**src/mam_consts.svh**
```systemverilog
`ifndef MAM_CONSTS_SVH
`define MAM_CONSTS_SVH

//////////////////////////////////////////////////////////////////////
// Bus widths
//////////////////////////////////////////////////////////////////////

// Byte address width on AHB3
`define MAM_PLEN 32
// Data width on AHB3
`define MAM_XLEN 32
// hprot width
`define MAM_SW 4

//////////////////////////////////////////////////////////////////////
// Memory and queues
//////////////////////////////////////////////////////////////////////

// Word count of the on-chip RAM, word addresses at or above are errors
`define MAM_RAM_WORDS 256
// Wait states inserted in every data phase
`define MAM_RAM_WAIT 2
// Default depth of the command and response queues
`define MAM_FIFO_DEPTH 4

`endif
```
**src/mam_fifo.sv**
```systemverilog
`timescale 1ns/1ps
`default_nettype none

`include "mam_consts.svh"

module mam_fifo #(
  parameter type payload_t = logic [31:0],
  parameter int  DEPTH     = `MAM_FIFO_DEPTH
) (
  input  wire logic     ahb3_in_clk_i,
  input  wire logic     rst_n_i,
  input  wire logic     push_i,
  input  wire payload_t data_i,
  input  wire logic     pop_i,
  output payload_t      data_o,
  output logic          empty_o,
  output logic          full_o
);

  // Pointer and count widths, one bit minimum
  localparam int AW = (DEPTH > 1) ? $clog2(DEPTH) : 1;
  localparam int CW = $clog2(DEPTH + 1);

  payload_t         mem [DEPTH];
  logic [AW-1:0]    wr_ptr;
  logic [AW-1:0]    rd_ptr;
  logic [CW-1:0]    count;
  logic             push_ok;
  logic             pop_ok;

  // Push while full and pop while empty are dropped
  assign push_ok = push_i && !full_o;
  assign pop_ok  = pop_i && !empty_o;

  assign empty_o = (count == '0);
  assign full_o  = (count == CW'(DEPTH));

  // Head word straight from storage
  assign data_o = mem[rd_ptr];

  // Storage, no reset
  always_ff @(posedge ahb3_in_clk_i) begin
    if (push_ok) begin
      mem[wr_ptr] <= data_i;
    end
  end

  // Pointers wrap at DEPTH, depth need not be a power of two
  always_ff @(posedge ahb3_in_clk_i or negedge rst_n_i) begin
    if (!rst_n_i) begin
      wr_ptr <= '0;
      rd_ptr <= '0;
      count  <= '0;
    end else begin
      if (push_ok) begin
        wr_ptr <= (wr_ptr == AW'(DEPTH - 1)) ? '0 : wr_ptr + 1'b1;
      end
      if (pop_ok) begin
        rd_ptr <= (rd_ptr == AW'(DEPTH - 1)) ? '0 : rd_ptr + 1'b1;
      end
      // Occupancy holds on simultaneous push and pop
      case ({push_ok, pop_ok})
        2'b10:   count <= count + 1'b1;
        2'b01:   count <= count - 1'b1;
        default: count <= count;
      endcase
    end
  end

endmodule

`default_nettype wire

```
**config.mk**
```make
export PLATFORM = sky130hd
export DESIGN_NAME = mam_fifo
export DESIGN_NICKNAME = d
export VERILOG_FILES = /design/src/mam_fifo.sv
export VERILOG_INCLUDE_DIRS = /design/src
export SDC_FILE = /design/constraint.sdc
export NUM_CORES = 1
export LEC_CHECK = 0
export BUFFER_PORTS_ARGS = -buffer_cell sky130_fd_sc_hd__buf_2
export CORE_MARGIN = 8
export CORE_UTILIZATION = 51
export CTS_CLUSTER_DIAMETER = 40
export CTS_CLUSTER_SIZE = 16
export DETAILED_ROUTE_END_ITERATION = 7
export PLACE_DENSITY_LB_ADDON = 0.3
export SLEW_MARGIN = 20
export SYNTH_ARGS = -nofsm -noshare
export SYNTH_HDL_FRONTEND = slang
export SYNTH_SLANG_ARGS = --single-unit
```
**constraint.sdc**
```tcl
create_clock -name ahb3_in_clk_i -period 1.9 [get_ports ahb3_in_clk_i]
set_input_delay 0.285 -clock ahb3_in_clk_i [delete_from_list [all_inputs] [get_ports ahb3_in_clk_i]]
set_output_delay 0.285 -clock ahb3_in_clk_i [all_outputs]
set_load 0.02 [all_outputs]
```
**Word-level counts from Yosys, hierarchy flattened**

Memories as Yosys holds them, arrays and structs flattened.
Cells that the tools add are included.

- Add/subtract/negate cells: 4
- Equal/unequal tests: 5
- Multiplexer cells: 5
- Reduce and logical (&&, ||, !) cells: 6

Operators by type and width:

| operator | count |
|---|---|
| == test 2 bit, second input constant | 3 |
| case mux 3 bit (2 select lines) | 1 |
| adder 2 x 1 -> 2 bit, second input constant | 2 |
| 2-to-1 mux 2 bit | 2 |
| adder 3 x 1 -> 3 bit, second input constant | 1 |
| == test 3 bit, second input constant | 1 |
| logical NOT 3 bit | 1 |
| subtractor 3 x 1 -> 3 bit, second input constant | 1 |
| == test 2 x 1 -> 1 bit, second input constant | 1 |
| logical AND 1 bit | 2 |
| logical NOT 1 bit | 2 |
| 2-to-1 mux 1 bit | 2 |
| nonzero test 2 bit | 1 |

- Register bits after elaboration: 7
- Memory bits (writable): 128
- Input port bits: 36
- Output and inout port bits: 34
- Word-level logic and storage cells: 24
- Memories: 1

Memories:

| memory | depth | bits a word | read ports | clocked after memory_dff | wr ports | line | source |
|---|---|---|---|---|---|---|---|
| mem | 4 | 32 | 1 | 0 | 1 | mam_fifo.sv:24 | `payload_t mem [DEPTH];` |

**Longest topological paths before layout**

Gate-level depths: netlist (run 1).

- Depth after elaboration: 5
- Depth in mapped cells: 9
- Mapped depth without buffers: 9

**Worst setup path before layout (run 1)**

No wires, ideal clock.

- Kind: register to register
- Start point: reg count[0]
- End point: reg count[2]
- Setup time: 0.125 ns
- Data arrival time: 1.974 ns
- Slack: -0.199 ns
- Stages on the path, launching flop included: 10
- Path buffers: 0
- Clock period less this slack: 2.099 ns
- Path through: dfrtp_1 > nor3_1 > nand2b_1 > inv_1 > ha_1 > inv_1 > fa_1 > xor2_1 > nor2_1 > xor2_1

- Cells in the longest elaborated chain, start to end: 5
- Elaborated cells on any way between the ends: 12
- Classes of those cells: add/sub (2); eq/ne (3); mux (1); reduce/logical (6)

RTL lines:

| element | line | source |
|---|---|---|
| start, declared | mam_fifo.sv:27 | `logic [CW-1:0] count;` |
| start signal, assigned | mam_fifo.sv:63 | `2'b10: count <= count + 1'b1;` |
| start signal, assigned | mam_fifo.sv:64 | `2'b01: count <= count - 1'b1;` |
| start signal, assigned | mam_fifo.sv:65 | `default: count <= count;` |
| logical NOT 3 bit (*) | mam_fifo.sv:35 | `assign empty_o = (count == '0);` |
| net empty_o | mam_fifo.sv:16 | `output logic empty_o,` |
| logical NOT 1 bit (*) | mam_fifo.sv:33 | `assign pop_ok = pop_i && !empty_o;` |
| logical AND 1 bit (*) | mam_fifo.sv:33 |  |
| net pop_ok | mam_fifo.sv:29 | `logic pop_ok;` |
| == test 2 x 1 -> 1 bit or == test 2 bit (tied branches) | mam_fifo.sv:62 | `case ({push_ok, pop_ok})` |
| case mux 3 bit (2 select lines) or nonzero test 2 bit (tied branches) | n/a |  |

Mark *: on every way through the listed nets, which the timed path passes. The rest lies on a longest branch.
A chain may end at the register's enable or synchronous reset.

==> impl_metrics.toml, run 1 <==
[placed_design]
io_buffers = 69
place_ws_ns = -0.0268
dp_hpwl_um = 5820
gp_congestion = 0.748
place_area_sq_mm = 0.00577

[pwr]
p_total_mw = 11.2
p_leak_nw = 2.48
vdd_drop_max_uv = 880
seqPwrFrac = 0.375
p_comb_frac = 0.351
internal-power_mw = 7.81
power_frac_clock = 0.274
p_switching_mw = 3.41
swShare = 0.304
cellPowerDensity_mw_per_mm2 = 1640

[final_layout]
layout_commonest_cell = "edfxtp_1"
area_growth_pct = 33.7
diodes = 0
drive_gt1_frac = 0.478
final_cell_mix = "edfxtp_1, buf_2, dlygate4sd3_1, mux4_2, buf_6"
fin_area_sq_mm = 0.00684
fin_nets = 386
final_util = 0.700

[route]
drt_iter0_markers = 89
drt_pass1_iterations = 4
highest-signal-layer = "met4"
vias = 2476
detail_route.wl_per_cell_um = 19.3
viasPerCell = 5.06
finalWirelength_um = 9460
wl_met2_um = 4940
drcViolationCount = 0
drtAntennaViolNets = 0
wl_met3_um = 559
wl_met1_um = 3870

[yosys]
async_reset_ff_frac = 0.0519
ys_top_cells_by_area = "edfxtp_1, mux4_2, dfrtp_1"
ys.flop_type = "edfxtp_1"
synth_top_cell_by_area = "edfxtp_1"
synth_edf_count = 128
postSynthCellCount = 208
syn_area_per_cell_sq_um = 24.6
yosys_register_bits = 135
synth_area_sq_mm = 0.00512
synth_cell_types = 21
yosys.area.top_type_share = 0.751
yosysWarnings = 0
synth_fp_nets = 251
synth-seq-area-share = 0.786

[sta]
period_share = 1.13
rsz0062_at_grt = "true"
hold_viol_final = 0
fin_crit_ns = 2.15
worst_pin_slew_ns = 0.289
final_max_slew_viol_count = 0
timing.hold.ws_ns = 0.129
timing.slew.headroom = 0.808
setup_viol = 32
max_clock_freq_mhz = 465
finalClockSkew_ns = 0.00761
layout_setup_ws_ns = -0.252

[critical_path]
cp-start-kind = "flip-flop"
critPathMaxFanout = 5
startpoint = "rd_ptr[0]$_DFFE_PN0P_"
critPathCaptureType = "output port"
cp.arrival_ns = 1.87
worstSetupPathType = "flip-flop to output port"
critical_path_required_ns = 1.62
rr_startpoint = "count[0]$_DFFE_PN0P_"

[floorplan]
rows = 36
io_pins = 70
core_sq_mm = 0.00977
dieWidth_um = 116
start_util = 0.523
die_area_sq_mm = 0.0135
die_y_um = 116

[clocking]
cts.sinks = 135
cts_buffers = 17
clkSlewWorstSetupHoldPaths_ns = 0.06
htreeDepth = 4
cts_tree = "built"
cts-root-buf = "clkbuf_8"
cts.path.max_buffers = 2
clock_latency_ns = 0.51

[global_route]
grt_overflow = 0
grt_usage = 0.153
grt_antenna_before_repair = 0
grt_pass1_wl_um = 14900
grt_max_degree = 20
grt_pass1_vias = 2847

[min_path]
hold_path_class = "primary input to async pin"

[status]
violations = "negative setup slack"
status = "finished with violations"

[job]
maxCapViolations = 0
area by class of cell:
cell class / count / area [sq um]
inverter: 7 / 26.3
multi-input combinational: 58 / 991
fill: 602 / 2930
sequential: 135 / 4020
timing repair buffer: 124 / 1070
tap: 133 / 166
clock buffer: 17 / 414
clock inverter: 15 / 151
per-stage QoR:
stage	setup TNS (ns)	cells
after detailed placement	-0.0268	417
final	-6.90	489
after global placement	0	417
after floorplan	-0.0866	208
after global routing	-9.29	489
after CTS	-8.91	489
cell families (layout without fill, tap and decap cells):
| kind of cell | after synthesis | after routing | synth area share |
|---|---|---|---|
| flip-flops | 135 | 135 | 0.786 |
| multiplexers | 37 | 37 | 0.155 |
| buffers and inverters | 15 | 163 | 0.0227 |
| AND/OR/NAND/NOR | 11 | 11 | 0.0134 |
| adder cells (fa/ha/maj) | 7 | 7 | 0.0186 |
| XOR/XNOR | 3 | 3 | 0.00514 |
power by group through the flow:
stage	Sequential, mW	Combinational [mW]	Clock, mW
final	4.21	3.94	3.08
after global routing	4.28	4.20	3.26
after CTS	4.22	3.88	3.13
after detailed placement	4.27	3.40	0
after global placement	4.22	3.39	0
after floorplan	4.14	2.39	0
state kept, by name, summed over array words and instances (netlist names):
name	count
count	3
mem	128
rd_ptr	2
wr_ptr	2
path summary, 6_finish.rpt:
check	end	slack [ns]	cells past startpoint
worst max register to register	count[2]$_DFFE_PN0P_	0.04	9
max in group asynchronous	rd_ptr[0]$_DFFE_PN0P_	1.59	2
worst min register to register	count[2]$_DFFE_PN0P_	0.53	1
worst max-delay path	data_o[1]	-0.25	3
min in group ahb3_in_clk_i	rd_ptr[1]$_DFFE_PN0P_	0.21	3
worst min-delay path	count[1]$_DFFE_PN0P_	0.13	2
layer usage:
metal / GRT usage / up-vias
li1: - / 1138
met1: 0.181 / 1259
met2: 0.255 / 68
met3: 0.0507 / 11
met4: 0.0614 / 0
met5: 0 / -
critical path, cell delays in order (launching register included):
cell and delay [ns]:
dfrtp_2 0.46, buf_6 0.17, mux4_1 0.55, buf_2 0.18
synth_stat cells, drive strengths merged, types with 2 or more instances:
cell and n:
buf 7, xor2 2, ha 6, and2 4, mux4 32, dfrtp 7, inv 7, nor2 3
edfxtp 128, mux2 4
what timing repair did:
item,4_1_cts,5_1_grt
gates resized for setup,27,18
gates cloned,1,0
setup endpoints to repair,33,33
pin swaps,3,2
hold buffers,33,0
endpoints found under the hold margin,135,0
setup buffers,6,1
(Power assumes the default switching activity.)
==> run 2: changes to the inputs <==
Settings changed: RECOVER_POWER set to 50.
==> impl_metrics.toml, run 2 (synthesized netlist as in run 1, its figures left out) <==
[clocking]
cts-root-buf = "clkbuf_8"
cts_buffers = 17
clkSlewWorstSetupHoldPaths_ns = 0.06
clock_latency_ns = 0.51
cts_tree = "built"
htreeDepth = 4
cts.sinks = 135
cts.path.max_buffers = 2

[floorplan]
rows = 36
start_util = 0.523
dieWidth_um = 116
io_pins = 70
die_area_sq_mm = 0.0135
die_y_um = 116
core_sq_mm = 0.00977

[critical_path]
critPathCaptureType = "output port"
cp-start-kind = "flip-flop"
worstPathCellList = "buf_6, mux4_1, buf_2"
cp.arrival_ns = 1.87
cp_slowest_cell = "mux4_1"
critPathMaxFanout = 5
worstSetupPathType = "flip-flop to output port"
reg2regPathDepth = 9
max_stage_delay_ns = 0.55
critical_path_required_ns = 1.62

[final_layout]
instances_no_fill = 489
drive_gt1_frac = 0.385
diodes = 0
final_util = 0.696
top_regs = "mem x128, count x3"
fin_nets = 386
layout_commonest_cell = "edfxtp_1"
largest_reg_flops = 128
regMostFlops = "mem"
final_cell_mix = "edfxtp_1, dlygate4sd3_1, clkbuf_1, mux4_2, buf_6"
area_growth_pct = 32.9

[sta]
layout_setup_ws_ns = -0.253
worst_pin_slew_ns = 0.398
hold_viol_final = 0
rsz0062_at_grt = "true"
timing.slew.headroom = 0.735
finalClockSkew_ns = 0.00715
final_max_slew_viol_count = 0
setup_viol = 32
max_clock_freq_mhz = 464
period_share = 1.13
fin_crit_ns = 2.15

[global_route]
grt_pass1_vias = 2847
grt_usage = 0.153
busiest_layer = "met2"
grt_pass1_wl_um = 14900
use_met1 = 0.181
grt_overflow = 0
grt_use_met3 = 0.0507
grt_max_degree = 20
grt_antenna_before_repair = 0
use_met2 = 0.255

[route]
drcViolationCount = 0
drt_pass1_iterations = 5
finalWirelength_um = 9420
vias = 2472
drtAntennaViolNets = 0
detail_route.wl_per_cell_um = 19.3
viasPerCell = 5.06
drt_iter0_markers = 85

[pwr]
p_comb_frac = 0.350
swShare = 0.304
vdd_drop_max_uv = 880
p_switching_mw = 3.40
cellPowerDensity_mw_per_mm2 = 1650
power_frac_clock = 0.274
p_leak_nw = 2.39
internal-power_mw = 7.80
seqPwrFrac = 0.376

[placed_design]
dp_cells = 417
dp_hpwl_um = 5820
gp_congestion = 0.748
place_ws_ns = -0.0268
io_buffers = 69

[min_path]
hold_path_class = "primary input to async pin"

[status]
violations = "negative setup slack"
status = "finished with violations"

[job]
maxCapViolations = 0
[run 2: power groups by stage]
stage	clock network [mW]	logic (mW)	registers, mW
final	3.08	3.92	4.21
after global routing	3.26	4.19	4.28
after detailed placement	0	3.40	4.27
after CTS	3.13	3.88	4.22
after floorplan	0	2.39	4.14
after global placement	0	3.39	4.22
[run 2: area by class of cell]
class,count,area [sq um]
fillers,624,2970
repair buffers,124,1030
well taps,133,166
inverters,7,26.3
multi-input cells,58,991
flip-flops and latches,135,4020
clock inverters,15,151
clock buffers,17,414
[run 2: repair_timing]
| item | in CTS | in global routing |
|---|---|---|
| hold buffers | 33 | 0 |
| endpoints found under the hold margin | 135 | 0 |
| pin swaps | 3 | 2 |
| gates cloned | 1 | 0 |
| setup buffers | 6 | 1 |
| endpoints found under the setup margin | 33 | 33 |
| resized for setup | 27 | 18 |
[run 2: path summary, 6_finish.rpt]
check                                       start               endpoint  slack (ns)
setup / recovery            rd_ptr[0]$_DFFE_PN0P_              data_o[1]       -0.25
hold / removal                            rst_n_i   count[1]$_DFFE_PN0P_        0.20
setup reg to reg             count[0]$_DFFE_PN0P_   count[2]$_DFFE_PN0P_        0.04
hold reg to reg              count[2]$_DFFE_PN0P_   count[2]$_DFFE_PN0P_        0.53
max in group asynchronous                 rst_n_i  rd_ptr[0]$_DFFE_PN0P_        1.39
min in group ahb3_in_clk_i                  pop_i  rd_ptr[1]$_DFFE_PN0P_        0.21
[run 2: stage by stage]
| stage | area (sq um) | hold slack, ns | setup TNS, ns | power [mW] |
|---|---|---|---|---|
| CTS | 6810 | 0.103 | -8.91 | 11.2 |
| detailed placement | 5770 | 0.130 | -0.0268 | 7.67 |
| floorplan | 5130 | -0.0106 | -0.0866 | 6.53 |
| global placement | 5770 | 0.131 | 0 | 7.61 |
| finish | 6800 | 0.199 | -6.89 | 11.2 |
| global route | 6800 | 0.188 | -9.29 | 11.7 |
[run 2: metal layers]
metal,part of all wire,routed length [um]
met5,0,0
met2,0.52,4940
met3,0.066,619
met4,0.010,98
met1,0.40,3760
[run 2: worst max-delay path: cells and delay by family, from the launching register on]
family                 cells  cell delay (ns)
multiplexers               1             0.55
flip-flops                 1             0.46
buffers and inverters      2             0.35
