==> src/mam_consts.svh <==
`ifndef MAM_CONSTS_SVH
`define MAM_CONSTS_SVH

//////////////////////////////////////////////////////////////////////
// Bus widths
//////////////////////////////////////////////////////////////////////

// Byte address width on AHB3
`define MAM_PLEN 32
// Data width on AHB3
`define MAM_XLEN 32
// hprot width
`define MAM_SW 4

//////////////////////////////////////////////////////////////////////
// Memory and queues
//////////////////////////////////////////////////////////////////////

// Word count of the on-chip RAM, word addresses at or above are errors
`define MAM_RAM_WORDS 256
// Wait states inserted in every data phase
`define MAM_RAM_WAIT 2
// Default depth of the command and response queues
`define MAM_FIFO_DEPTH 4

`endif
==> src/mam_pkg.sv <==
`default_nettype none

package mam_pkg;

  `include "mam_consts.svh"

  //////////////////////////////////////////////////////////////////////
  // AHB3 encodings
  //////////////////////////////////////////////////////////////////////

  // Transfer types used here, no SEQ and no BUSY
  localparam logic [1:0] HTRANS_IDLE   = 2'b00;
  localparam logic [1:0] HTRANS_NONSEQ = 2'b10;

  // Single word transfers only
  localparam logic [2:0] HSIZE_WORD    = 3'b010;
  localparam logic [2:0] HBURST_SINGLE = 3'b000;

  // Master to slave bundle
  typedef struct packed {
    logic                 hsel;
    logic [`MAM_PLEN-1:0] haddr;
    logic [`MAM_XLEN-1:0] hwdata;
    logic                 hwrite;
    logic [2:0]           hsize;
    logic [2:0]           hburst;
    logic [`MAM_SW-1:0]   hprot;
    logic [1:0]           htrans;
    logic                 hmastlock;
  } ahb3_req_t;

  // Slave to master bundle
  typedef struct packed {
    logic [`MAM_XLEN-1:0] hrdata;
    logic                 hready;
    logic                 hresp;
  } ahb3_rsp_t;

  //////////////////////////////////////////////////////////////////////
  // Debug host side
  //////////////////////////////////////////////////////////////////////

  // One command is one word access, addr counts words
  typedef struct packed {
    logic [`MAM_PLEN-1:0] addr;
    logic [`MAM_XLEN-1:0] wdata;
    logic                 write;
  } mam_cmd_t;

  // One response per command, write returns zero data
  typedef struct packed {
    logic [`MAM_XLEN-1:0] rdata;
    logic                 error;
  } mam_rsp_t;

  // Shared RAM arbiter states
  typedef enum logic [1:0] {
    IDLE       = 2'd0,
    ACCESS_MAM = 2'd1,
    ACCESS_CPU = 2'd2
  } arb_state_t;

endpackage

`default_nettype wire

==> src/mam_adapter_ahb3.sv <==
`timescale 1ns/1ps
`default_nettype none

module mam_adapter_ahb3 import mam_pkg::*; (
  input  wire logic      ahb3_in_clk_i,
  input  wire logic      rst_n_i,
  // CPU side
  input  wire ahb3_req_t cpu_req_i,
  output ahb3_rsp_t      cpu_rsp_o,
  // Debug MAM side
  input  wire ahb3_req_t mam_req_i,
  output ahb3_rsp_t      mam_rsp_o,
  // Shared RAM port
  output ahb3_req_t      mem_req_o,
  input  wire ahb3_rsp_t mem_rsp_i
);

  //////////////////////////////////////////////////////////////////////
  // Arbiter
  //////////////////////////////////////////////////////////////////////

  arb_state_t arb_state;
  arb_state_t arb_state_next;
  logic       grant_cpu;
  logic       grant_mam;
  // Registered select, high routes the RAM to the CPU
  logic       access_cpu;

  always_ff @(posedge ahb3_in_clk_i or negedge rst_n_i) begin
    if (!rst_n_i) begin
      arb_state  <= IDLE;
      access_cpu <= 1'b0;
    end else begin
      arb_state <= arb_state_next;
      // Select lags the state by one edge
      // IDLE keeps the last select
      if (grant_cpu) begin
        access_cpu <= 1'b1;
      end else if (grant_mam) begin
        access_cpu <= 1'b0;
      end
    end
  end

  always_comb begin
    grant_cpu      = 1'b0;
    grant_mam      = 1'b0;
    arb_state_next = IDLE;

    case (arb_state)
      // MAM wins a tie from idle
      IDLE: begin
        if (mam_req_i.hmastlock) begin
          arb_state_next = ACCESS_MAM;
        end else if (cpu_req_i.hmastlock) begin
          arb_state_next = ACCESS_CPU;
        end
      end

      // Held until the MAM drops its lock
      ACCESS_MAM: begin
        grant_mam = 1'b1;
        if (mam_req_i.hmastlock) begin
          arb_state_next = ACCESS_MAM;
        end
      end

      // Locked CPU finishes first, then a waiting MAM goes straight in
      ACCESS_CPU: begin
        grant_cpu = 1'b1;
        if (cpu_req_i.hmastlock) begin
          arb_state_next = ACCESS_CPU;
        end else if (mam_req_i.hmastlock) begin
          arb_state_next = ACCESS_MAM;
        end
      end

      // Unused encoding falls back to idle
      default: arb_state_next = IDLE;
    endcase
  end

  //////////////////////////////////////////////////////////////////////
  // Data path
  //////////////////////////////////////////////////////////////////////

  // Whole request bundle to memory
  assign mem_req_o = access_cpu ? cpu_req_i : mam_req_i;

  // Unselected side sees zero hready and waits
  assign cpu_rsp_o = access_cpu ? mem_rsp_i : '0;
  assign mam_rsp_o = access_cpu ? '0 : mem_rsp_i;

endmodule

`default_nettype wire

==> config.mk <==
export PLATFORM = sky130hd
export DESIGN_NAME = mam_adapter_ahb3
export DESIGN_NICKNAME = d
export VERILOG_FILES = /design/src/mam_pkg.sv /design/src/mam_adapter_ahb3.sv
export VERILOG_INCLUDE_DIRS = /design/src
export SDC_FILE = /design/constraint.sdc
export NUM_CORES = 1
export LEC_CHECK = 0
export ABC_AREA = 0
export BUFFER_PORTS_ARGS = -buffer_cell sky130_fd_sc_hd__buf_2
export CAP_MARGIN = 0
export CORE_AREA = 4 4 132 134
export CTS_CLUSTER_SIZE = 24
export DETAILED_ROUTE_END_ITERATION = 6
export DIE_AREA = 0 0 136 138
export PLACE_DENSITY = 0.4
export SLEW_MARGIN = 5
export SYNTH_ARGS = -nofsm -noshare
export SYNTH_HDL_FRONTEND = slang
export SYNTH_SLANG_ARGS = --single-unit
==> constraint.sdc <==
create_clock -name ahb3_in_clk_i -period 1.3 [get_ports ahb3_in_clk_i]
set_input_delay 0.065 -clock ahb3_in_clk_i [delete_from_list [all_inputs] [get_ports ahb3_in_clk_i]]
set_output_delay 0.065 -clock ahb3_in_clk_i [all_outputs]
set_load 0.01 [all_outputs]
# --- After elaboration in Yosys (flattened, before gate mapping) ---
# Cells that the tools add are included.
classes:
  muxes: 12
  reduce_logical: 2
  eq_ne: 2
ops:
  columns: ["cell", "count"]
  rows:
  - ["$mux 79", 1]
  - ["$mux 34", 2]
  - ["$mux 2", 3]
  - ["$pmux 2 s3", 1]
  - ["$mux 1", 5]
  - ["$eq 2x1->1 const B", 1]
  - ["$eq 2x2->1 const B", 1]
  - ["$logic_not 2->1", 1]
  - ["$reduce_bool 2->1", 1]
totals:
  word_cells: 18
  input_bits: 194
  regBits: 3

# --- Logic depth before layout (Yosys ltp) ---
# Gate-level depths: netlist (run 1).
depth:
  ltp_word: 4
  depth_mapped: 4
  mapped_depth_nobuf: 4

# --- Worst setup path before layout (run 1) ---
# Ideal clock, no wire load.
synth_timing:
  kind: "register -> register"
  start: "register arb_state[0]"
  end: "register arb_state[0]"
  arrival_ns: 0.995
  setup_ns: 0.126
  setup_slack_ns: 0.179
  path_buffers: 0
  stages_incl_launch_ff: 5
  path_cell_list: "dfrtp_1 -> inv_1 -> ha_1 -> nor2b_1 -> o311a_1"
synth_between:
  elab_chain_len: 2
  word_cells_on_any_way: 4
synth_rtl:
  columns: ["item", "line", "source"]
  rows:
  - ["from (decl)", "mam_adapter_ahb3.sv:22", "arb_state_t arb_state;"]
  - ["from (signal assigned)", "mam_adapter_ahb3.sv:34", "arb_state <= arb_state_next;"]
  - ["$eq 2x2->1 (tied with other cells)", "mam_adapter_ahb3.sv:50", "case (arb_state)"]
  - ["$pmux 2 s3 *", "mam_adapter_ahb3.sv:50", null]
  - ["via arb_state_next[0]", "mam_adapter_ahb3.sv:23", "arb_state_t arb_state_next;"]
# Mark *: on every way through the listed nets, which the timed path passes. The rest lies on a longest branch.
# A chain may end at the register's enable or synchronous reset.

==> Implementation_results.wiki, run 1 <==
{| class="wikitable"
! Metric !! Value
|-
| Status || finished, violations left
|-
| Failing checks || setup timing
|-
| Routed wirelength normalized by instance count || 15.6 um
|-
| Core box area || 16300 um^2
|-
| Post-Synthesis Cell Area || 1650 um^2
|-
| Clock Tree Root || clkbuf_16
|-
| Routed metal-1 wire length || 3940 um
|-
| Post-synthesis to final-layout area growth || 190%
|-
| Remaining antenna violation count after routing || 0
|-
| Max capacitance violation total || 0
|-
| P_leak || 2.59 nW
|-
| Crit end category || output pin
|-
| Xor-xnor portion of the synthesized cell area || 0%
|-
| Pwr/cell area || 1180 nW/um^2
|-
| Wire length of the first global-routing pass || 15400 um
|-
| Std-Cell Rows || 47
|-
| Library cells used by synthesis || 14
|-
| Combinational family with the most area after synthesis || multiplexers
|-
| Type of the worst setup path || reg -> out
|-
| Insertion delay to the later sink of the worst-skew pair || 220 ps
|-
| Final Critical Period || 1610 ps
|-
| Number of global-route vias before repair || 2937
|-
| Amount of wire on met3 after detailed routing || 1160 um
|-
| Cell total after placement || 732
|-
| Most frequent cells in the layout || 266 x buf_2, 81 x buf_6, 41 x mux2_4
|-
| Required time worst endpoint || 1240 ps
|-
| Sequential-to-total area share from yosys stat || 4.56%
|-
| Warnings from Yosys || 0
|-
| Setup violators final || 148
|-
| Detailed placer's ending HPWL || 8540 um
|-
| Number of clock sinks seen by CTS || 3
|-
| Clock-pin transition on the worst setup and hold timing paths || 30 ps
|-
| Initial core utilization || 10.1%
|-
| Timing-limited maximum frequency || 622 MHz
|-
| Worst path buffer plus inverter count || 3
|-
| Total DRC errors in the routed layout || 0
|-
| Max Slew Vio Count || 0
|-
| CTS tree || yes
|-
| Total length of routed met2 wires || 6420 um
|-
| Crit start category || flip-flop
|-
| Post-synthesis adder-cell area fraction || 3.04%
|-
| Net count after synthesis || 376
|-
| Setup slack of the critical path after layout || -307 ps
|-
| Slew at the pin closest to its max-slew limit || 139 ps
|-
| Total global routing track utilization || 10.1%
|-
| Number of H-tree levels || 1
|-
| Post-route setup TNS || -32670 ps
|-
| Count of routing violations after the opening detailed-route iteration || 52
|-
| Antenna violations before repair || 0
|-
| Width of the die || 136 um
|-
| Final cell count without fillers || 754
|-
| Routed wire length || 11700 um
|-
| Crit-path max FO || 21
|-
| Topmost layer with routed signal wires || met4
|-
| Final Wtd Congestion || 0.853
|-
| Max VDD drop || 507 uV
|-
| Max stage delay on crit path || 490 ps
|-
| Post-route clock skew || 0.893 ps
|-
| Synthesized netlist cell count || 178
|-
| Worst slew margin relative to its limit || 90.7%
|-
| Final hold slack || 105 ps
|-
| Maximum clock insertion buffer count || 2
|-
| Mux contribution to synthesized area || 56.9%
|-
| Vias after detailed routing || 2787
|-
| Number of antenna diodes || 0
|-
| Die Outline Area || 18800 um^2
|-
| Power Total || 5.66 mW
|-
| Slowest cell on crit path || dfrtp_4
|-
| Layout cell share with drive strength beyond 1 || 86.0%
|-
| Cell breakdown of the critical path || buf_12 > buf_16 > mux2_1 > buf_2
|-
| Unrepaired setup endpoints after global routing || true
|-
| Ratio of routed vias to standard cells || 3.70
|-
| Count of final hold-check violations || 0
|-
| Most common cell after layout, fill and taps aside || buf_2
|-
| Post-Synth Simple-Gate Area || 26.6%
|-
| Average cell area after synthesis || 9.26 um^2
|-
| Number of iterations in the first detailed-routing pass || 4
|-
| Final global-route overflow total || 0
|-
| Final Cycle Share || 124%
|-
| Number of placed I/O pins || 341
|-
| Class of the worst hold path || in -> reg
|-
| Arrival time at the worst endpoint || 1540 ps
|-
| Number of buffers added by the clock tree synthesis step || 3
|-
| Flip-flop and latch count after synthesis || 3
|-
| Height of the die || 138 um
|-
| Final net count || 733
|-
| Synthesized-area fraction occupied by ao, oa, aoi and oai cells || 1.21%
|-
| Maximum number of pins on one net before global-route repair || 26
|-
| CP delay by family, top || flip-flops
|-
| Port-buffer cells || 340
|}
## layout make-up
| class | count | area (um^2) |
|---|---|---|
| sequential | 3 | 78.8 |
| fill | 1757 | 11500 |
| timing repair buffer | 368 | 2680 |
| clock buffer | 4 | 78.8 |
| multi-input combinational | 156 | 1660 |
| tap | 220 | 275 |
| inverter | 3 | 11.3 |
## path summary, 6_finish.rpt
check | to | slack, ps | startpoint | cells after the start
worst max register to register | access_cpu | -90 | access_cpu | 5
worst min register to register | arb_state[0] | 720 | arb_state[1] | 3
max in group asynchronous | access_cpu | 970 | rst_n_i | 2
min in group asynchronous | arb_state[1] | 190 | rst_n_i | 2
worst max-delay path | mem_req_o[64] | -310 | access_cpu | 4
worst min-delay path | arb_state[0] | 100 | mam_req_i[0] | 2
## through the flow
stage / setup WS [ps] / utilization [%] / cell area [um^2]
2_1_floorplan: 179 / - / 1650
3_3_place_gp: -55.2 / 22.3 / 3630
3_5_place_dp: -64.4 / 22.3 / 3630
4_1_cts: -297 / 26.4 / 4310
5_1_grt: -340 / 29.4 / 4790
6_report: -307 / 29.4 / 4790
## sequential cells by signal, summed over array words and instances (netlist names)
signal      count
access_cpu      1
arb_state       2
## routing by layer
metal	track usage, %	vias up
li1	-	1323
met1	10.3	1259
met2	20.5	189
met3	2.43	16
met4	1.75	0
met5	0	-
## worst reg2reg max path, cell delays in order, from the launching register on
cell and delay, ps:
dfrtp_4 490, buf_12 140, buf_6 130, buf_16 140
buf_6 110, mux2_4 260
## cell usage after synthesis
cell type | count | area, um^2
dfrtp_1 | 3 | 75.1
buf_4 | 1 | 7.51
nor2b_1 | 36 | 225
and2_1 | 34 | 213
mux2_1 | 50 | 563
mux2_4 | 10 | 150
ha_1 | 4 | 50.1
mux2_2 | 20 | 225
buf_2 | 5 | 25.0
o311a_1 | 1 | 10.0
buf_6 | 6 | 67.6
inv_1 | 3 | 11.3
clkbuf_1 | 4 | 15.0
o211a_1 | 1 | 10.0
## power breakdown
part | switching, mW | internal, mW | leakage, nW | total (mW)
sequential | 0.0228 | 0.119 | 0.0375 | 0.142
clock | 0.0748 | 0.404 | 0.0382 | 0.479
combinational | 2.04 | 3.00 | 2.51 | 5.04
total | 2.14 | 3.52 | 2.59 | 5.66
## repair_timing
action / 4_1_cts / 5_1_grt
gates cloned: 5 / 3
pin swaps: 1 / 0
hold buffers: 1 / 0
endpoints found under the setup margin: 142 / 148
buffers inserted: 9 / 0
resized for setup: 74 / 85
endpoints found under the hold margin: 3 / 0
## cell families (layout without fill, tap and decap cells)
| kind of cell | after synthesis | after routing |
|---|---|---|
| and+or+nand+nor | 70 | 70 |
| AOI/OAI and AO/OA | 2 | 2 |
| muxes | 80 | 80 |
| buffers and inverters | 19 | 375 |
| adders and majority gates | 4 | 4 |
| DFF | 3 | 3 |
No activity file was read; power rests on OpenSTA's default activity.
==> run 2: changes to the inputs <==
clock period = 1.7 ns   (was 1.3 ns; I/O delays follow)
==> Implementation_results.wiki, run 2 (synthesis results as in run 1) <==
{| class="wikitable"
! Metric !! Value
|-
| Ratio of routed vias to standard cells || 3.49
|-
| Setup slack of the critical path after layout || 56.4 ps
|-
| Placement Cell Area || 3550 um^2
|-
| Final design instance area without fill || 3640 um^2
|-
| Final Critical Period || 1640 ps
|-
| Count of final hold-check violations || 0
|-
| Height of the die || 138 um
|-
| Number of placed I/O pins || 341
|-
| Flip-flop count of the largest register after layout || 2
|-
| Number of H-tree levels || 1
|-
| Clock-pin transition on the worst setup and hold timing paths || 30 ps
|-
| Max Slew Vio Count || 0
|-
| Clock share of power || 13.6%
|-
| Most common cell after layout, fill and taps aside || buf_2
|-
| Post-route clock skew || 0.682 ps
|-
| Required time worst endpoint || 1620 ps
|-
| Pwr/cell area || 757 nW/um^2
|-
| Part of the total power dissipated in combinational logic || 82.4%
|-
| Initial core utilization || 10.1%
|-
| Core Util, Final || 22.4%
|-
| Final global-route overflow total || 0
|-
| Routed wire length || 9110 um
|-
| Vias after detailed routing || 2541
|-
| Post-route setup TNS || 0 ps
|-
| Setup slack of the worst register-to-register path || 480 ps
|-
| Slew at the pin closest to its max-slew limit || 349 ps
|-
| Register share of total power || 4.0%
|-
| Most frequent cells in the layout || 340 x buf_2, 50 x mux2_1, 36 x nor2b_1
|-
| Maximum clock insertion buffer count || 2
|-
| Count of routing violations after the opening detailed-route iteration || 66
|-
| Layout cell share with drive strength beyond 1 || 73.9%
|-
| Maximum number of pins on one net before global-route repair || 85
|-
| Registers with the most flip-flops || arb_state (2), access_cpu (1)
|-
| Number of clock sinks seen by CTS || 3
|-
| Final Cycle Share || 96.7%
|-
| Port-buffer cells || 340
|-
| Switching Power || 1.22 mW
|-
| Status || completed
|-
| Type of the worst setup path || reg -> out
|-
| Crit-path max FO || 84
|-
| Final cell count without fillers || 729
|-
| Detailed placer's ending HPWL || 8190 um
|-
| Reg with most FFs || arb_state
|-
| Antenna violations before repair || 0
|-
| Die Outline Area || 18800 um^2
|-
| Routed wirelength normalized by instance count || 12.5 um
|-
| Total global routing track utilization || 8.39%
|-
| Width of the die || 136 um
|-
| Max VDD drop || 505 uV
|-
| Insertion delay to the later sink of the worst-skew pair || 220 ps
|-
| Number of buffers added by the clock tree synthesis step || 3
|-
| Setup violators final || 0
|-
| Number of iterations in the first detailed-routing pass || 4
|-
| Crit end category || output pin
|-
| Worst slew margin relative to its limit || 76.7%
|-
| Final hold slack || 119 ps
|-
| Number of antenna diodes || 0
|-
| P_leak || 2.08 nW
|-
| Crit start category || flip-flop
|-
| Wire length of the first global-routing pass || 13100 um
|-
| Arrival time at the worst endpoint || 1560 ps
|-
| Total setup buffers inserted after CTS || 0
|-
| Class of the worst hold path || in -> reg
|-
| Max capacitance violation total || 0
|-
| Timing-limited maximum frequency || 608 MHz
|-
| CTS tree || yes
|-
| Final net count || 708
|-
| Clock Tree Root || clkbuf_16
|-
| Remaining antenna violation count after routing || 0
|-
| Unrepaired setup endpoints after global routing || false
|-
| Internal Power || 1.53 mW
|-
| Cell total after placement || 724
|-
| Resize count post-CTS || 0
|-
| Post-synthesis to final-layout area growth || 121%
|-
| Dpl ws || 298 ps
|-
| Std-Cell Rows || 47
|-
| Number of global-route vias before repair || 2697
|-
| Power Total || 2.76 mW
|-
| Total DRC errors in the routed layout || 0
|-
| Core box area || 16300 um^2
|-
| Final Wtd Congestion || 0.805
|-
| Switching power as a share of total power || 44.3%
|}
run 2: changes by cell type in the layout (fill, tap and decap cells not counted), sizes merged:
cell    delta
buf       -22
clkbuf     -3
run 2: area by class of cell:
type                            count  area, um^2
Clock buffer                        4        78.8
Fill cell                        1841       12600
Inverter                            3        11.3
Multi-Input combinational cell    156        1450
Sequential cell                     3        78.8
Tap cell                          220         275
Timing Repair Buffer              343        1750
run 2: final timing paths:
path	start	to	cells after the start
max	access_cpu	mem_req_o[18]	3
min	cpu_req_i[0]	arb_state[1]	2
max reg2reg	arb_state[0]	arb_state[0]	4
min reg2reg	arb_state[1]	arb_state[1]	3
max in group asynchronous	rst_n_i	access_cpu	2
min in group asynchronous	rst_n_i	access_cpu	2
run 2: routing by layer:
metal  vias to the layer above  track usage [%]  wire length (um)
met5                         -                0                 0
met4                         0             1.11                58
met3                         7             1.74              1090
met2                       174             17.9              4910
met1                      1092             8.10              3050
li1                       1268                -                 -
run 2: what timing repair did:
action / CTS / global route
hold endpoints to repair: 3 / 0
endpoints found under the setup margin: 0 / 0
hold buffers: 1 / 0
run 2: power groups by stage:
| stage | clock network [mW] | logic [mW] | registers, mW |
|---|---|---|---|
| finish | 0.375 | 2.27 | 0.110 |
| global route | 0.391 | 2.47 | 0.112 |
| CTS | 0.384 | 2.31 | 0.110 |
| detailed placement | 0 | 2.29 | 0.111 |
| global placement | 0 | 2.28 | 0.109 |
| floorplan | 0 | 1.40 | 0.0969 |
run 2: critical path, cell delays in order (launching register included):
cell	delay, ps
dfrtp_4	430
buf_12	280
mux2_1	410
buf_2	160
