==> src/mam_consts.svh <==
`ifndef MAM_CONSTS_SVH
`define MAM_CONSTS_SVH

//////////////////////////////////////////////////////////////////////
// Bus widths
//////////////////////////////////////////////////////////////////////

// Byte address width on AHB3
`define MAM_PLEN 32
// Data width on AHB3
`define MAM_XLEN 32
// hprot width
`define MAM_SW 4

//////////////////////////////////////////////////////////////////////
// Memory and queues
//////////////////////////////////////////////////////////////////////

// Word count of the on-chip RAM, word addresses at or above are errors
`define MAM_RAM_WORDS 256
// Wait states inserted in every data phase
`define MAM_RAM_WAIT 2
// Default depth of the command and response queues
`define MAM_FIFO_DEPTH 4

`endif
==> src/mam_pkg.sv <==
`default_nettype none

package mam_pkg;

  `include "mam_consts.svh"

  //////////////////////////////////////////////////////////////////////
  // AHB3 encodings
  //////////////////////////////////////////////////////////////////////

  // Transfer types used here, no SEQ and no BUSY
  localparam logic [1:0] HTRANS_IDLE   = 2'b00;
  localparam logic [1:0] HTRANS_NONSEQ = 2'b10;

  // Single word transfers only
  localparam logic [2:0] HSIZE_WORD    = 3'b010;
  localparam logic [2:0] HBURST_SINGLE = 3'b000;

  // Master to slave bundle
  typedef struct packed {
    logic                 hsel;
    logic [`MAM_PLEN-1:0] haddr;
    logic [`MAM_XLEN-1:0] hwdata;
    logic                 hwrite;
    logic [2:0]           hsize;
    logic [2:0]           hburst;
    logic [`MAM_SW-1:0]   hprot;
    logic [1:0]           htrans;
    logic                 hmastlock;
  } ahb3_req_t;

  // Slave to master bundle
  typedef struct packed {
    logic [`MAM_XLEN-1:0] hrdata;
    logic                 hready;
    logic                 hresp;
  } ahb3_rsp_t;

  //////////////////////////////////////////////////////////////////////
  // Debug host side
  //////////////////////////////////////////////////////////////////////

  // One command is one word access, addr counts words
  typedef struct packed {
    logic [`MAM_PLEN-1:0] addr;
    logic [`MAM_XLEN-1:0] wdata;
    logic                 write;
  } mam_cmd_t;

  // One response per command, write returns zero data
  typedef struct packed {
    logic [`MAM_XLEN-1:0] rdata;
    logic                 error;
  } mam_rsp_t;

  // Shared RAM arbiter states
  typedef enum logic [1:0] {
    IDLE       = 2'd0,
    ACCESS_MAM = 2'd1,
    ACCESS_CPU = 2'd2
  } arb_state_t;

endpackage

`default_nettype wire

==> src/mam_dbg_master.sv <==
`timescale 1ns/1ps
`default_nettype none

`include "mam_consts.svh"

module mam_dbg_master import mam_pkg::*; (
  input  wire logic      ahb3_in_clk_i,
  input  wire logic      rst_n_i,
  // Command queue head
  input  wire mam_cmd_t  cmd_i,
  input  wire logic      cmd_empty_i,
  output logic           cmd_pop_o,
  // Response queue
  input  wire logic      rsp_full_i,
  output logic           rsp_push_o,
  output mam_rsp_t       rsp_o,
  // AHB3 master port toward the adapter
  output ahb3_req_t      mam_req_o,
  input  wire ahb3_rsp_t mam_rsp_i
);

  //////////////////////////////////////////////////////////////////////
  // Command sequencing
  //////////////////////////////////////////////////////////////////////

  // Idle, request lock, address phase, data phase
  typedef enum logic [1:0] {
    DBG_IDLE = 2'd0,
    DBG_LOCK = 2'd1,
    DBG_ADDR = 2'd2,
    DBG_DATA = 2'd3
  } dbg_state_t;

  dbg_state_t state;
  dbg_state_t state_next;
  mam_cmd_t   cmd_q;
  logic       start;
  logic       done;

  // Start only with room for the response
  assign start = (state == DBG_IDLE) && !cmd_empty_i && !rsp_full_i;
  // Data phase ends on the first edge with hready high
  assign done  = (state == DBG_DATA) && mam_rsp_i.hready;

  assign cmd_pop_o  = start;
  assign rsp_push_o = done;

  always_ff @(posedge ahb3_in_clk_i or negedge rst_n_i) begin
    if (!rst_n_i) begin
      state <= DBG_IDLE;
    end else begin
      state <= state_next;
    end
  end

  // Command held for the whole transfer
  always_ff @(posedge ahb3_in_clk_i) begin
    if (start) begin
      cmd_q <= cmd_i;
    end
  end

  always_comb begin
    state_next = state;
    case (state)
      DBG_IDLE: if (start) state_next = DBG_LOCK;
      // One cycle of lock alone lets the arbiter settle its select
      DBG_LOCK: state_next = DBG_ADDR;
      // Address accepted when our hready is high
      DBG_ADDR: if (mam_rsp_i.hready) state_next = DBG_DATA;
      DBG_DATA: if (done) state_next = DBG_IDLE;
      default:  state_next = DBG_IDLE;
    endcase
  end

  //////////////////////////////////////////////////////////////////////
  // Bus drive and response
  //////////////////////////////////////////////////////////////////////

  always_comb begin
    mam_req_o           = '0;
    // Lock from the lock step until the data phase ends
    mam_req_o.hmastlock = (state != DBG_IDLE);
    mam_req_o.hsel      = (state != DBG_IDLE);
    // Word address to byte address
    mam_req_o.haddr     = {cmd_q.addr[`MAM_PLEN-3:0], 2'b00};
    mam_req_o.hwdata    = cmd_q.wdata;
    mam_req_o.hwrite    = cmd_q.write;
    mam_req_o.hsize     = HSIZE_WORD;
    mam_req_o.hburst    = HBURST_SINGLE;
    mam_req_o.htrans    = (state == DBG_ADDR) ? HTRANS_NONSEQ : HTRANS_IDLE;
  end

  // Sampled by the response queue on the done edge
  always_comb begin
    rsp_o.rdata = cmd_q.write ? '0 : mam_rsp_i.hrdata;
    rsp_o.error = mam_rsp_i.hresp;
  end

endmodule

`default_nettype wire

==> config.mk <==
export PLATFORM = sky130hd
export DESIGN_NAME = mam_dbg_master
export DESIGN_NICKNAME = d
export VERILOG_FILES = /design/src/mam_pkg.sv /design/src/mam_dbg_master.sv
export VERILOG_INCLUDE_DIRS = /design/src
export SDC_FILE = /design/constraint.sdc
export NUM_CORES = 1
export LEC_CHECK = 0
export BUFFER_PORTS_ARGS = -buffer_cell sky130_fd_sc_hd__buf_2
export CAP_MARGIN = 30
export CORE_ASPECT_RATIO = 0.7
export CORE_UTILIZATION = 33
export CTS_CLUSTER_SIZE = 40
export DETAILED_ROUTE_END_ITERATION = 10
export PLACE_DENSITY = 0.75
export SYNTH_ARGS = -nofsm -noshare
export SYNTH_HDL_FRONTEND = slang
export SYNTH_SLANG_ARGS = --single-unit
==> constraint.sdc <==
create_clock -name ahb3_in_clk_i -period 5.4 [get_ports ahb3_in_clk_i]
set_input_delay 0.54 -clock ahb3_in_clk_i [delete_from_list [all_inputs] [get_ports ahb3_in_clk_i]]
set_output_delay 0.54 -clock ahb3_in_clk_i [all_outputs]
set_load 0.005 [all_outputs]
* Word level (Yosys, flattened, before mapping) *
Cells that the tools add are included.

word-level totals
  register bits after elaboration = 65
  input port bits = 103
  output and inout port bits = 114
  logic and storage cells = 24

operators by class
  equality and inequality tests = 6
  multiplexer cells = 6
  reductions and logical operators = 8

operators with widths
  kind                  count
  $mux W32              1
  $mux W2               4
  $pmux W2 S4           1
  $ne A2 B2 Y1 const B  3
  $eq A2 B2 Y1 const B  2
  $logic_and A1 B1 Y1   3
  $reduce_and A3 Y1     1
  $eq A2 B1 Y1 const B  1
  $logic_not A1 Y1      2
  $logic_not A2 Y1      1
  $reduce_bool A2 Y1    1

* Longest topological paths before layout *
Gate-level depths: netlist (run 1).

  word-level depth = 5
  mapped depth = 5
  mapped depth without buffers = 5

* Least setup slack after synthesis (run 1) *
No wires, ideal clock.

  kind = register to register
  start = register state[0]
  end = register cmd_q, in the netlist mam_req_o[13] (enable)
  setup time = 566 ps
  data arrival time = 5140 ps
  data required time = 4834 ps
  setup slack = -306 ps
  stages on the path, launching flop included = 5
  buffers on the path = 0
  period minus slack after synthesis = 5706 ps
  cells stage by stage = dfrtp_1 > inv_1 > ha_1 > inv_1 > nor3_1

on the way
  word-level cells in the longest chain between the ends = 3

RTL lines
  element                           RTL line              RTL
  start, declared                   mam_dbg_master.sv:34  dbg_state_t state;
  start signal, assigned            mam_dbg_master.sv:52  state <= state_next;
  $logic_not A2 Y1                  mam_dbg_master.sv:41  assign start = (state == DBG_IDLE) && !cmd_empty_i && !rsp_full_i;
  $logic_and A1 B1 Y1 (2 in a row)  mam_dbg_master.sv:41
  via cmd_pop_o                     mam_dbg_master.sv:12  output logic cmd_pop_o,
  end signal, assigned              mam_dbg_master.sv:59  cmd_q <= cmd_i;
  end, declared                     mam_dbg_master.sv:36  mam_cmd_t cmd_q;

The timed path passes the listed nets, and every way through them passes these cells.
A chain may end at the register's enable or synchronous reset.

* Worst setup path after layout (run 1) *
  start = register state[0]
  end = output cmd_pop_o

on the way
  word-level cells in the longest chain between the ends = 3

RTL lines
  element                           RTL line
  $logic_not A2 Y1                  mam_dbg_master.sv:41
  $logic_and A1 B1 Y1 (2 in a row)  mam_dbg_master.sv:41
  end, declared                     mam_dbg_master.sv:12

No other way between the ends.

==> results of run 1 <==
==> Yosys cell counts <==
master,number,share of area
mux2_4,1,0.0063
dfrtp_1,2,0.021
and2_1,1,0.0026
nor2b_1,32,0.083
ha_1,4,0.021
inv_1,3,0.0047
conb_1,2,0.0031
mux2i_1,1,0.0042
buf_2,3,0.0063
nor3_1,1,0.0021
buf_4,15,0.047
edfxtp_1,63,0.79
nor2_1,2,0.0031
o21ai_2,2,0.0073
==> worst paths after layout <==
check | from | to
worst min register to register | state[1] | state[1]
worst min-delay path | cmd_i[37] | mam_req_o[52]
max in group asynchronous | rst_n_i | state[0]
min in group asynchronous | rst_n_i | state[1]
worst max-delay path | state[0] | cmd_pop_o
worst max register to register | state[0] | mam_req_o[16]
==> registers in the layout, summed over array words and instances (netlist names) <==
register   cells
mam_req_o     63
state          2
==> cell families after synthesis <==
kind of cell,after synthesis
flip-flops,65
other,2
AO/OA/AOI/OAI,2
multiplexers,2
adder cells (fa/ha/maj),4
buffers and inverters,21
AND/OR/NAND/NOR,36
==> power groups by stage <==
stage          sequential (uW)  clock, uW  combinational (uW)
3_5_place_dp               646          0                 227
6_report                   635        373                 225
5_1_grt                    640        409                 252
4_1_cts                    635        388                 230
3_3_place_gp               643          0                 224
2_1_floorplan              651          0                 114
==> worst reg2reg max path, stage by stage, from the launching register on <==
cell     delay, ps
dfrtp_1        380
inv_1          130
ha_1           200
inv_1          100
nor3_4         200
buf_4          410
==> metal layers <==
metal | vias up | share of wire
met5 | - | 0
met4 | 0 | 0.0074
met3 | 5 | 0.087
met2 | 104 | 0.48
met1 | 792 | 0.43
li1 | 844 | -
==> through the flow <==
step	hold WS (ps)	cells
floorplan	244	143
global placement	326	420
detailed placement	327	420
CTS	359	436
global route	355	436
finish	387	436
==> area by class of cell <==
| class | count | area, sq um | share of cell area |
|---|---|---|---|
| Clock buffer | 10 | 128 | 0.0351 |
| Sequential cell | 65 | 1940 | 0.534 |
| Timing Repair Buffer | 202 | 1020 | 0.281 |
| Multi-Input combinational cell | 57 | 372 | 0.102 |
| Clock inverter | 5 | 47.5 | 0.0131 |
| Inverter | 3 | 11.3 | 0.00309 |
| Tap cell | 94 | 118 | 0.0323 |
==> metrics.yaml, run 1 <==
status:
  status: "finished clean"
global_route:
  antenna_found_initial: 0
  grt-busiest-layer: "met2"
  use_met3: 0.0657
  grt_pass1_vias: 1586
  grt_overflow_total: 0
  grt_start_max_net_pins: 36
  met1_usage: 0.179
  use_met2: 0.219
  track_usage: 0.144
  grt_pass1_wl_microns: 7970
logic_synthesis:
  synth-xor-area-share: 0
  synth_top_family_by_area: "simple AND/OR/NAND/NOR gates"
  avgSynthCellArea_sq_um: 18.2
  synthMuxAreaShare: 0.0104
  yosysUniqueCellTypes: 14
  synthCells: 132
  yosys_warnings: 0
  synthAdderAreaFrac: 0.0209
  synthesis.area_sq_um: 2400
  synth_compound_area_frac: 0.00730
  ys_seq_elements: 65
  synth-simple-area-share: 0.0912
  ys_seq_area_frac: 0.809
clocking:
  h-tree-depth: 3
  cts_resized: 0
  path_clk_slew_ps: 70
  cts_buffer_depth: 2
  numClockSinks: 65
  cts_tree: "yes"
  cts_setup_buffers: 0
  numCtsBuffers: 9
  cts.hold.buffers_added: 1
  cts_root_buffer: "clkbuf_8"
  worstSkewPairLatency_ps: 320
hold_path:
  hold_path_class: "in2reg"
  worstHoldPathCells: 1
run:
  cap_violations: 0
pwr:
  p_sw_frac: 0.242
  p_seq_frac: 0.515
  comb_power_share: 0.183
  total_power_uw: 1230
  intPower_uw: 935
  power.density_nw_per_um2: 339
  pwr-share-clk: 0.302
  p_sw_uw: 298
  peakVddDrop_v: 0.000260
  p_leak_uw: 0.00170
setup_path:
  crit_type: "reg2out"
  path_cells: "inv_1, ha_1, inv_1, nor3_4, buf_4, buf_2"
  worstPathMaxFanout: 35
  path_buf_inv: 4
  worstPathRequired_ps: 4860
  worst_setup_path_end_kind: "primary output"
  critical_path_depth: 6
  ff2ff_setup_slack_ps: 3610
  critPathMaxStageDelay_ps: 410
  crit_top_cell: "inv_1"
  crit_slowest_cell: "buf_4"
  r2r_cells: 5
  cp.arrival_ps: 1950
  start_kind: "flip-flop"
  cp_top_family: "buffers and inverters"
routing:
  drt_wl_total_microns: 5660
  ant_nets: 0
  drc: 0
  wire_per_inst_microns: 13.0
  first_iter_violations: 85
  dr.pass1.iters: 4
  vias_per_cell: 4.00
  vias: 1745
floorplanning:
  dieWidth_microns: 104
  ios: 217
  start_util: 0.349
  rows: 25
  fp.dieArea_sq_um: 7620
  dieHeight_microns: 73.4
  core_sq_um: 6880
final_layout:
  synthToLayoutAreaGrowth_pct: 51.6
  finalInstanceArea_sq_um: 3640
  mostFrequentLayoutCells: "199 x buf_2, 63 x edfxtp_1, 32 x nor2b_1"
  fill_cells: 601
  utilization: 0.529
  drive_gt1_frac: 0.635
  num_antenna_cells: 0
  layout_commonest_cell: "buf_2"
  nNetsFinal: 445
timing:
  fin_crit_sh: 0.461
  relSlewSlack: 0.351
  maxSlewViolCount: 0
  tns_ps: 0
  finalHoldViolCount: 0
  finClkSkew_ps: 8.49
  timing.final.ws_setup_ps: 2910
  finalSetupViolCount: 0
  tightestPinTransition_ps: 973
  fin_crit_ps: 2490
  fmaxAchievable_mhz: 402
  rsz0062_at_grt: "false"
place:
  dp_hpwl_microns: 4430
  place_ws_ps: 3230
  gp_congestion: 0.744
  io_buffer_count: 199
  placed_area_sq_um: 3450
Note: power is estimated with default switching activity, not from simulation.
==> run 2: changes to the inputs <==
ABC_AREA = 1   (was unset)
CORE_UTILIZATION = 34   (was 33)
PLACE_DENSITY = 0.76   (was 0.75)
clock period = 2.28 ns   (was 5.4 ns; I/O delays follow)
==> metrics.yaml, run 2 <==
timing:
  rsz0062_at_grt: "false"
  maxSlewViolCount: 0
  finalHoldViolCount: 0
  fin_crit_sh: 0.899
  tightestPinTransition_ps: 634
  hold_slack_ps: 62.4
  fin_crit_ps: 2050
  fmaxAchievable_mhz: 488
  finClkSkew_ps: 12.9
  finalSetupViolCount: 0
  relSlewSlack: 0.576
global_route:
  grt_pass1_vias: 1940
  use_met2: 0.271
  grt_overflow_total: 0
  grt_start_max_net_pins: 24
  use_met3: 0.0736
  grt_pass1_wl_microns: 8720
  track_usage: 0.156
  grt-busiest-layer: "met2"
  antenna_found_initial: 0
  met1_usage: 0.165
pwr:
  p_leak_uw: 0.00193
  power.density_nw_per_um2: 840
  peakVddDrop_v: 0.000611
clocking:
  numCtsBuffers: 9
  h-tree-depth: 3
  cts_resized: 0
  numClockSinks: 65
  cts_buffer_depth: 2
  cts_tree: "yes"
  worstSkewPairLatency_ps: 330
  path_clk_slew_ps: 80
  cts_root_buffer: "clkbuf_8"
setup_path:
  critPathMaxStageDelay_ps: 490
  path_cells: "inv_1, ha_2, inv_2, nor3_4, buf_2"
  r2r-end: "mam_req_o[54]"
  worstPathRequired_ps: 2050
  worst_setup_path_end_kind: "primary output"
  start_kind: "flip-flop"
  crit_type: "reg2out"
  worstPathMaxFanout: 9
  r2r_cells: 5
  cp_top_family: "simple AND/OR/NAND/NOR gates"
  path_buf_inv: 3
  cp.arrival_ps: 1820
  ff2ff_setup_slack_ps: 460
  r2r_start: "state[1]"
  crit_slowest_cell: "nor3_4"
logic_synthesis:
  ys_seq_elements: 65
  ys_seq_area_frac: 0.787
  synth_edf_count: 63
  synth_flop_cell: "edfxtp_1"
  yosys_warnings: 0
  yosysUniqueCellTypes: 13
  netlist_top_cells_count: "63 x edfxtp_1, 37 x inv_1, 32 x nor2_1, 15 x buf_4, 6 x nand2_1"
  async_flop_share: 0.0308
  synth_most_common_cell: "edfxtp_1"
  avgSynthCellArea_sq_um: 14.5
  yosys.area.top_type_share: 0.767
  synthesis.area_sq_um: 2470
  synthCells: 170
  yosysTopAreaCell: "edfxtp_1"
  yosys-top-cells-area: "edfxtp_1 77%, inv_1 5.6%, nor2_1 4.9%"
place:
  placed_area_sq_um: 3560
  gp_congestion: 0.957
  dp_hpwl_microns: 4900
  io_buffer_count: 199
floorplanning:
  start_util: 0.358
  dieWidth_microns: 104
  ios: 217
  dieHeight_microns: 73.3
  fp.dieArea_sq_um: 7600
  core_sq_um: 6880
  rows: 25
hold_path:
  worstHoldPathCells: 1
  worstHoldEndpoint: "mam_req_o[63]"
  hold_path_class: "in2reg"
  hp-start: "cmd_i[48]"
final_layout:
  mostFrequentLayoutCells: "199 x buf_2, 63 x edfxtp_1, 35 x inv_1"
  layout_commonest_cell: "buf_2"
  synthToLayoutAreaGrowth_pct: 53.8
  nNetsFinal: 486
  largest_register_ffs: 63
  fill_cells: 593
  finalInstanceArea_sq_um: 3790
  num_antenna_cells: 0
  drive_gt1_frac: 0.586
routing:
  vias: 1934
  first_iter_violations: 72
  dr.pass1.iters: 4
  ant_nets: 0
  drt_wl_total_microns: 6030
  vias_per_cell: 4.05
  wire_per_inst_microns: 12.6
  drc: 0
run:
  cap_violations: 0
status:
  status: "finished clean"
[run 2: layout make-up]
class / instances / area (sq um) / area share
multi-input cells: 61 / 294 / 0.0775
clock inverters: 7 / 95.1 / 0.0251
flip-flops and latches: 65 / 1940 / 0.512
clock buffers: 9 / 124 / 0.0327
inverters: 37 / 139 / 0.0366
repair buffers: 205 / 1080 / 0.285
well taps: 94 / 118 / 0.0310
[run 2: worst max path at each step]
stage / from / endpoint / cells after the start
finish: state[1] / cmd_pop_o / 5
global route: state[1] / cmd_pop_o / 5
CTS: state[1] / cmd_pop_o / 5
detailed placement: state[1] / mam_req_o[29] / 5
global placement: state[1] / mam_req_o[29] / 5
floorplan: state[1] / mam_req_o[13] / 4
[run 2: what timing repair did]
action / CTS / global route
hold buffers: 1 / 0
setup buffers: 0 / 0
endpoints found under the hold margin: 2 / 0
[run 2: metrics by stage]
step	instances	utilization	setup slack, ps	power (uW)	TNS [ps]
2_1_floorplan	181	-	-383	1850	-24340
3_3_place_gp	461	0.518	509	2150	0
3_5_place_dp	461	0.518	452	2170	0
4_1_cts	478	0.551	183	3230	0
5_1_grt	478	0.551	113	3340	0
6_report	478	0.551	231	3190	0
[run 2: routing by layer]
| layer | vias to the layer above | part of all wire |
|---|---|---|
| met2 | 118 | 0.51 |
| met1 | 872 | 0.38 |
| met3 | 10 | 0.098 |
| li1 | 934 | - |
| met5 | - | 0 |
| met4 | 0 | 0.0095 |
[run 2: where the power goes]
part           switching, uW  total [uW]  internal, uW
sequential              46.6        1520          1470
combinational            320         612           291
clock                    438        1050           615
total                    805        3190          2380
[run 2: worst register-to-register path: cells and delay by family, from the launching register on]
kind / cells / cell delay (ps)
adder cells (fa/ha/maj): 1 / 190
AND/OR/NAND/NOR: 1 / 490
flip-flops: 1 / 420
buffers and inverters: 3 / 410
[run 2: cells by family after synthesis]
kind of cell | Yosys count | synth area share
other cells | 2 | 0.00305
simple gates | 42 | 0.0665
flops | 65 | 0.787
compound gates | 2 | 0.00710
buf+inv | 55 | 0.116
fa+ha+maj | 4 | 0.0203
==> run 3: changes to the inputs <==
CORE_UTILIZATION = 37   (was 34)
PLACE_DENSITY = 0.79   (was 0.76)
clock period = 2.3 ns   (was 2.28 ns; I/O delays follow)
==> metrics.yaml, run 3 (synthesized netlist as in run 2, its figures left out) <==
routing:
  dr.pass1.iters: 4
  vias_per_cell: 4.09
  wire_per_inst_microns: 13.3
  ant_nets: 0
  drt_wl_total_microns: 6310
  vias: 1933
  drc: 0
  first_iter_violations: 53
place:
  dp_hpwl_microns: 4980
  gp_congestion: 0.783
  placed_area_sq_um: 3510
  io_buffer_count: 199
setup_path:
  start_kind: "flip-flop"
  worst_setup_path_end_kind: "primary output"
  cp.arrival_ps: 1670
  crit_type: "reg2out"
  worstPathMaxFanout: 19
  worstPathRequired_ps: 2070
floorplanning:
  dieHeight_microns: 70.3
  core_sq_um: 6340
  dieWidth_microns: 99.6
  ios: 217
  start_util: 0.389
  fp.dieArea_sq_um: 7000
  rows: 24
timing:
  tns_ps: 0
  finClkSkew_ps: 11.2
  finalSetupViolCount: 0
  rsz0062_at_grt: "false"
  fmaxAchievable_mhz: 525
  maxSlewViolCount: 0
  fin_crit_sh: 0.828
  finalHoldViolCount: 0
  fin_crit_ps: 1900
  relSlewSlack: 0.615
  tightestPinTransition_ps: 577
final_layout:
  nNetsFinal: 484
  layout_commonest_cell: "buf_2"
  fill_cells: 540
  num_antenna_cells: 0
  utilization: 0.591
  multi_input_area_sq_um: 294
  mostFrequentLayoutCells: "199 x buf_2, 63 x edfxtp_1, 35 x inv_1"
  synthToLayoutAreaGrowth_pct: 51.8
  ff_latch_area_sq_um: 1940
  largest_register_ffs: 63
  drive_gt1_frac: 0.586
  finalInstanceArea_sq_um: 3740
clocking:
  path_clk_slew_ps: 80
  cts_setup_buffers: 0
  cts_tree: "yes"
  numClockSinks: 65
  worstSkewPairLatency_ps: 340
  numCtsBuffers: 9
  cts_root_buffer: "clkbuf_8"
  h-tree-depth: 3
  cts.hold.buffers_added: 1
  cts_buffer_depth: 2
  cts_resized: 0
pwr:
  total_power_uw: 3180
  power.density_nw_per_um2: 850
  p_sw_frac: 0.263
  p_sw_uw: 835
  pwr-share-clk: 0.341
  comb_power_share: 0.185
  p_seq_frac: 0.474
  p_leak_uw: 0.00191
  peakVddDrop_v: 0.000499
  intPower_uw: 2350
global_route:
  grt_overflow_total: 0
  grt_pass1_vias: 2023
  track_usage: 0.183
  antenna_found_initial: 0
  grt_pass1_wl_microns: 9360
  grt_start_max_net_pins: 46
status:
  status: "finished clean"
run:
  cap_violations: 0
hold_path:
  hold_path_class: "in2reg"
-- run 3: routing by layer --
| layer | vias up | wire, microns | global-route usage | share of wire |
|---|---|---|---|---|
| met2 | 109 | 3170 | 0.323 | 0.50 |
| met3 | 11 | 631 | 0.0841 | 0.10 |
| met5 | - | 0 | 0 | 0 |
| met1 | 885 | 2430 | 0.190 | 0.38 |
| met4 | 0 | 84 | 0.0686 | 0.013 |
| li1 | 928 | - | - | - |
-- run 3: worst paths after layout --
check                      startpoint       endpoint  slack (ps)  cells after the start
min                         cmd_i[26]  mam_req_o[39]          60                      1
max reg2reg                  state[1]  mam_req_o[75]         500                      5
max                          state[1]      cmd_pop_o         400                      6
min in group asynchronous     rst_n_i       state[0]         190                      2
min reg2reg                  state[1]       state[1]         570                      2
max in group asynchronous     rst_n_i       state[1]        2020                      2
-- run 3: power groups by stage --
stage | registers (uW) | logic, uW | clock network (uW)
floorplan | 1550 | 285 | 0
global placement | 1530 | 561 | 0
detailed placement | 1540 | 588 | 0
CTS | 1510 | 595 | 1120
global route | 1520 | 645 | 1160
finish | 1510 | 589 | 1080
-- run 3: layout make-up --
cell class              instances  area share
clock inverters                 7      0.0271
clock buffers                   9      0.0331
well taps                      91      0.0304
repair buffers                203       0.275
inverters                      37      0.0371
multi-input cells              61      0.0786
flip-flops and latches         65       0.519
-- run 3: per-stage QoR --
stage / setup WS [ps] / hold slack, ps / std cells
6_report: 395 / 60.5 / 473
5_1_grt: 298 / 35.0 / 473
4_1_cts: 376 / 35.4 / 473
3_5_place_dp: 509 / 17.0 / 456
3_3_place_gp: 586 / 19.5 / 456
2_1_floorplan: -363 / -65.6 / 181
-- run 3: critical path, stage by stage (launching register included) --
cell and delay, ps:
dfrtp_1 430, inv_1 90, ha_2 200, inv_2 60, nor3_4 120, buf_4 270, buf_2 160
